[config.mk]
export PLATFORM = sky130hd
export DESIGN_NAME = cache_ctrl
export DESIGN_NICKNAME = d
export VERILOG_FILES = /design/src/design/cache_pkg.sv /design/src/design/cache_ctrl.sv
export SDC_FILE = /design/constraint.sdc
export NUM_CORES = 1
export LEC_CHECK = 0
export ABC_AREA = 1
export BUFFER_PORTS_ARGS = -buffer_cell sky130_fd_sc_hd__buf_2
export CAP_MARGIN = 5
export CORE_AREA = 4 4 178 180
export DETAILED_ROUTE_END_ITERATION = 10
export DIE_AREA = 0 0 182 184
export PLACE_DENSITY = 0.55
export SLEW_MARGIN = 15
export SYNTH_ARGS = -nofsm -noshare
export SYNTH_HDL_FRONTEND = slang
export SYNTH_SLANG_ARGS = --single-unit
[constraint.sdc]
create_clock -name clka -period 5.1 [get_ports clka]
set_input_delay 1.53 -clock clka [delete_from_list [all_inputs] [get_ports clka]]
set_output_delay 1.53 -clock clka [all_outputs]
set_load 0.005 [all_outputs]
[src/design/cache_pkg.sv]
// Shared definitions for the direct-mapped write-through cache
// Widths, address field sizes and the packed request and line types

package cache_pkg;

  localparam int addr_w         = 32;                     // Byte address
  localparam int word_w         = 32;                     // CPU word
  localparam int word_bytes     = word_w / 8;
  localparam int line_bytes     = 16;
  localparam int line_w         = line_bytes * 8;
  localparam int off_w          = $clog2(line_bytes);     // Byte offset inside a line
  localparam int words_per_line = line_bytes / word_bytes;
  localparam int sel_w          = $clog2(words_per_line); // Word select inside a line

  // CPU request, one word per strobe
  typedef struct packed {
    logic [addr_w-1:0]     addr;
    logic                  write;  // 1 = store, 0 = load
    logic [word_w-1:0]     wdata;
    logic [word_bytes-1:0] be;     // Byte enables, stores only
  } cpu_req_t;

  // Backing memory request
  // Reads use a line-aligned address, writes carry a single word
  typedef struct packed {
    logic [addr_w-1:0]     addr;
    logic                  write;
    logic [word_w-1:0]     wdata;
    logic [word_bytes-1:0] be;
  } mem_req_t;

  // One cache line seen as bytes, byte 0 at the lowest address
  typedef logic [line_bytes-1:0][7:0] line_t;

endpackage

[src/design/cache_ctrl.sv]
// Cache controller FSM
// Handles lookup, line refill on read miss, write-through and the CPU response
// Write misses go to memory only, no line is allocated

module cache_ctrl import cache_pkg::*; #(
  parameter int sets = 64,
  localparam int idx_w = $clog2(sets),
  localparam int tag_w = addr_w - idx_w - off_w
) (
  input  logic                  clka,
  input  logic                  reset,
  input  logic                  cpu_req,       // Request strobe
  input  cpu_req_t              cpu_req_data,
  output logic                  busy,
  output logic                  resp_valid,    // Response pulse
  output logic [sel_w-1:0]      word_sel,      // Word lane of the held request
  input  logic                  hit,
  output logic [idx_w-1:0]      tag_index,
  output logic [tag_w-1:0]      tag_value,
  output logic                  tag_wr,
  output logic                  ram_ena,
  output logic [line_bytes-1:0] ram_wea,
  output logic [idx_w-1:0]      ram_addra,
  output line_t                 ram_dina,
  output logic [idx_w-1:0]      ram_addrb,
  output logic                  mem_req,       // Memory request strobe
  output mem_req_t              mem_req_data,
  input  logic                  mem_ack,
  input  line_t                 mem_rline
);

  typedef enum logic [2:0] {
    idle, lookup, write_through, refill_wait, refill_read, respond
  } state_t;

  state_t   state, state_nxt;
  cpu_req_t req_q;                 // Request being served
  logic     hit_vld;               // Tag compare result ready this cycle
  logic     decide;                // Last lookup cycle
  logic     wr_hit;                // Store merges into the cached line
  logic     accept;
  logic     mem_req_q;
  mem_req_t mem_req_data_q;

  logic [idx_w-1:0]      req_index;
  logic [sel_w-1:0]      word_off;
  logic [line_bytes-1:0] be_shift;
  line_t                 word_shift;

  assign req_index = req_q.addr[off_w +: idx_w];
  assign word_off  = req_q.addr[off_w-1 -: sel_w];
  assign be_shift  = line_bytes'(req_q.be) << (word_off * word_bytes);  // Byte lane
  assign word_shift = line_w'(req_q.wdata) << (word_off * word_w);

  assign accept = cpu_req && !busy;
  assign decide = (state == lookup) && hit_vld;
  assign wr_hit = decide && hit && req_q.write;

  always_comb begin
    state_nxt = state;
    case (state)
      idle:          if (cpu_req) state_nxt = lookup;
      lookup: begin
        if (hit_vld) begin
          if (req_q.write)  state_nxt = write_through; // Stores always go to memory
          else if (hit)     state_nxt = respond;
          else              state_nxt = refill_wait;
        end
      end
      write_through: if (mem_ack) state_nxt = respond;
      refill_wait:   if (mem_ack) state_nxt = refill_read;
      refill_read:   state_nxt = respond;           // Refilled line read back on port b
      respond:       state_nxt = cpu_req ? lookup : idle; // Back-to-back request
      default:       state_nxt = idle;
    endcase
  end

  always_ff @(posedge clka) begin
    if (reset) begin
      state     <= idle;
      hit_vld   <= 1'b0;
      mem_req_q <= 1'b0;
    end else begin
      state     <= state_nxt;
      hit_vld   <= (state == lookup) && !hit_vld; // Tag pipeline takes one cycle
      mem_req_q <= decide && (req_q.write || !hit);
    end
  end

  always_ff @(posedge clka) begin
    if (accept) begin
      req_q <= cpu_req_data;
    end
    if (decide) begin
      mem_req_data_q <= '{addr:  req_q.write ? req_q.addr
                                             : {req_q.addr[addr_w-1:off_w], off_w'(0)},
                          write: req_q.write,
                          wdata: req_q.wdata,
                          be:    req_q.write ? req_q.be : '1};
    end
  end

  assign busy       = (state != idle) && (state != respond); // Low again with the response
  assign resp_valid = state == respond;
  assign word_sel   = word_off;

  assign tag_index = req_index;
  assign tag_value = req_q.addr[addr_w-1 -: tag_w];
  assign tag_wr    = (state == refill_wait) && mem_ack;  // Line and tag land together

  assign ram_ena   = tag_wr || wr_hit;
  assign ram_wea   = tag_wr ? '1 : (wr_hit ? be_shift : '0);
  assign ram_addra = req_index;
  assign ram_dina  = tag_wr ? mem_rline : word_shift;
  assign ram_addrb = req_index;

  assign mem_req      = mem_req_q;
  assign mem_req_data = mem_req_data_q;

  a_req_not_busy: assert property (@(posedge clka) disable iff (reset) cpu_req |-> !busy)
    else $error("cache_ctrl: CPU request while busy");
  a_ack_outstanding: assert property (@(posedge clka) disable iff (reset)
    mem_ack |-> (state == write_through || state == refill_wait) && !mem_req_q)
    else $error("cache_ctrl: memory ack without a pending request");
  a_resp_pulse: assert property (@(posedge clka) disable iff (reset)
    resp_valid |=> !resp_valid)
    else $error("cache_ctrl: response held for more than one cycle");

endmodule

==> metrics.yaml <==
run_status:
  status: "complete, no violations"
layout:
  layout.cells.non_filler: 1538
  diodes: 0
  drive_above_1_share_pct: 46.3
  utilization_pct: 33.3
  fill_cells: 3219
  nNetsFinal: 1331
  area_delta_synth_final_pct: 38.6
worst_setup_path:
  cp_common_cell: "buf_2"
  cp_slowest_cell: "inv_6"
  critPathMaxFanout: 82
  cp_cell_sequence: "buf_2 > nand2_2 > inv_6 > buf_12 > nand2_1 > o21ai_1 > buf_2"
  crit_type: "input port to output pin"
  arrival_ns: 3.00
  startpoint_type: "input port"
  endpoint_kind: "output pin"
  cp_data_required_time_ns: 3.57
  cp_slowest_stage_delay_ns: 0.38
routing:
  drtIter0Drc: 356
  ant_nets: 0
  drt-total-wl_um: 27000
  via_count: 6882
  drc: 0
  wl_per_cell_um: 17.6
  firstDrtPassIters: 5
  viasPerCell: 4.47
floorplan:
  dieArea_mm2: 0.0335
  coreArea_mm2: 0.0302
  die_w_um: 182
  start_util_pct: 24.0
  ios: 462
  rows: 64
  die_y_um: 184
job:
  maxCapViolCount: 0
global_routing:
  antenna_found_initial: 2
  grt_use_total_pct: 15.3
  grt_pass1_vias: 6762
  grt_remaining_overflow: 0
  grt_start_max_net_pins: 83
  grt_pass1_wl_um: 39500
yosys:
  yosysTopAreaCell: "edfxtp_1"
  synth_top_area_share_pct: 57.1
  synth_enable_flop_cells: 138
  synthArstFlopShare_pct: 0
  syn_avg_cell_area_um2: 9.88
  yosysUniqueCellTypes: 27
  syn_area_mm2: 0.00725
  ys_ff_latch: 143
  ys_warn_count: 0
  syn_inst: 734
  synthFlopType: "edfxtp_1"
  yosys-top-cells-area: "edfxtp_1 (57%), nand3_1 (9.1%), nand2_1 (9.0%), o21ai_1 (7.2%), buf_4 (4.5%)"
  synth_nets: 936
  synth_seq_area_share_pct: 58.5
clocking:
  cts_max_level: 4
  post-cts-setup-buffer-count: 0
  cts_tree: "done"
  cts_buffer_depth: 2
  clkLatencyLatePin_ns: 0.41
  clockRootBuffer: "clkbuf_16"
  ctsHoldBuffers: 0
  clock_sinks: 143
  path_clk_slew_ns: 0.08
  cts_buffers: 17
  cts_resized: 0
place:
  place_congestion: 0.874
  dp_hpwl_um: 19700
  numPortBuffers: 461
  placed_cells: 1506
timing:
  finalCritPeriodShare_pct: 88.9
  final-max-slew-violation-count: 0
  setup_viol: 0
  fin_tns_setup_ns: 0
  slew_headroom_pct: 25.3
  min_period_ns: 4.53
  max_freq_mhz: 221
  rsz0062_at_grt: "false"
  hold_ws_ns: 0.450
  worst_pin_slew_ns: 1.12
  finalHoldViolCount: 0
  finClkSkew_ns: 0.0106
power_and_ir_drop:
  total_power_uw: 3310
  ir_drop_mv: 0.163
  power.density_mw_per_mm2: 329
  leakagePower_uw: 0.00452
hold_path:
  hold_class: "flop to flop"
-- synth_stat cells, types with 2 or more instances --
cell type  number
o21ai_0        22
a21oi_1         4
buf_6          23
edfxtp_1      138
nor2_1         13
inv_1          19
buf_4          43
nand3_2         2
nand2_1       173
inv_2           4
o21ai_1       105
clkbuf_1       26
dfxtp_1         5
o21ai_2        10
buf_2           4
nand3_1       132
-- routing by layer --
metal	vias to the layer above	wire [um]	track usage, %
li1	3315	-	-
met1	3145	10600	17.8
met2	375	13500	27.1
met3	43	2210	4.14
met4	4	672	5.43
met5	-	26	0
-- critical path, delay by kind of cell --
family / cells / cell delay (ns)
compound gates: 1 / 0.14
simple gates: 2 / 0.29
buf+inv: 4 / 0.99
-- kinds of logic (layout without fill, tap and decap cells) --
kind of cell           count (synthesis)  after routing  share of synthesized area (%)
AOI/OAI and AO/OA                    141            141                           10.2
buffers and inverters                124            532                           11.5
DFF                                  143            143                           58.5
and+or+nand+nor                      326            326                           19.7
-- cell type report --
type	count	area [um2]	area share, %
Clock buffer	17	425	4.23
Timing Repair Buffer	476	2460	24.4
Inverter	24	95.1	0.946
Tap cell	396	495	4.93
Multi-Input combinational cell	467	2190	21.7
Clock inverter	15	148	1.47
Sequential cell	143	4240	42.2
-- layout by cell type, fill, tap and decap left out, types with 3 or more instances in the layout --
cell type / Yosys / routed
a21oi_1: 4 / 4
buf_12: 1 / 3
buf_2: 4 / 461
buf_4: 43 / 12
clkbuf_16: 0 / 17
clkinvlp_4: 0 / 3
dfxtp_1: 5 / 5
edfxtp_1: 138 / 138
inv_1: 19 / 19
inv_2: 4 / 4
inv_6: 0 / 4
inv_8: 0 / 4
nand2_1: 173 / 173
nand3_1: 132 / 132
nor2_1: 13 / 12
nor2_4: 1 / 3
o21ai_0: 22 / 22
o21ai_1: 105 / 105
o21ai_2: 10 / 10
-- report_power, final --
group          switching, uW  internal (uW)  leakage [uW]
registers               86.2           1420       0.00132
clock network            575            649      0.000271
logic                    339            235       0.00292
-- metrics by stage --
stage | cell area (um2) | setup WS (ns)
6_report | 10100 | 0.567
5_1_grt | 10100 | 0.412
4_1_cts | 10100 | 0.532
3_5_place_dp | 9480 | 0.532
3_3_place_gp | 9480 | 0.564
2_1_floorplan | 7250 | 0.160
-- sequential cells by signal, indices dropped and copies added (netlist names) --
name          cells
state             3
mem_req           1
mem_req_data     69
tag_value        22
hit_vld           1
word_sel          2
ram_addra         6
req_q            39
-- worst paths after layout --
| check | startpoint | endpoint | slack, ns | cells after the start |
|---|---|---|---|---|
| worst max register to register | state[0] | tag_value[8] | 2.81 | 7 |
| worst max-delay path | mem_ack | ram_dina[113] | 0.57 | 7 |
| worst min register to register | tag_value[4] | mem_req_data[51] | 0.45 | 0 |
| worst min-delay path | tag_value[4] | mem_req_data[51] | 0.45 | 0 |
(Power assumes the default switching activity.)
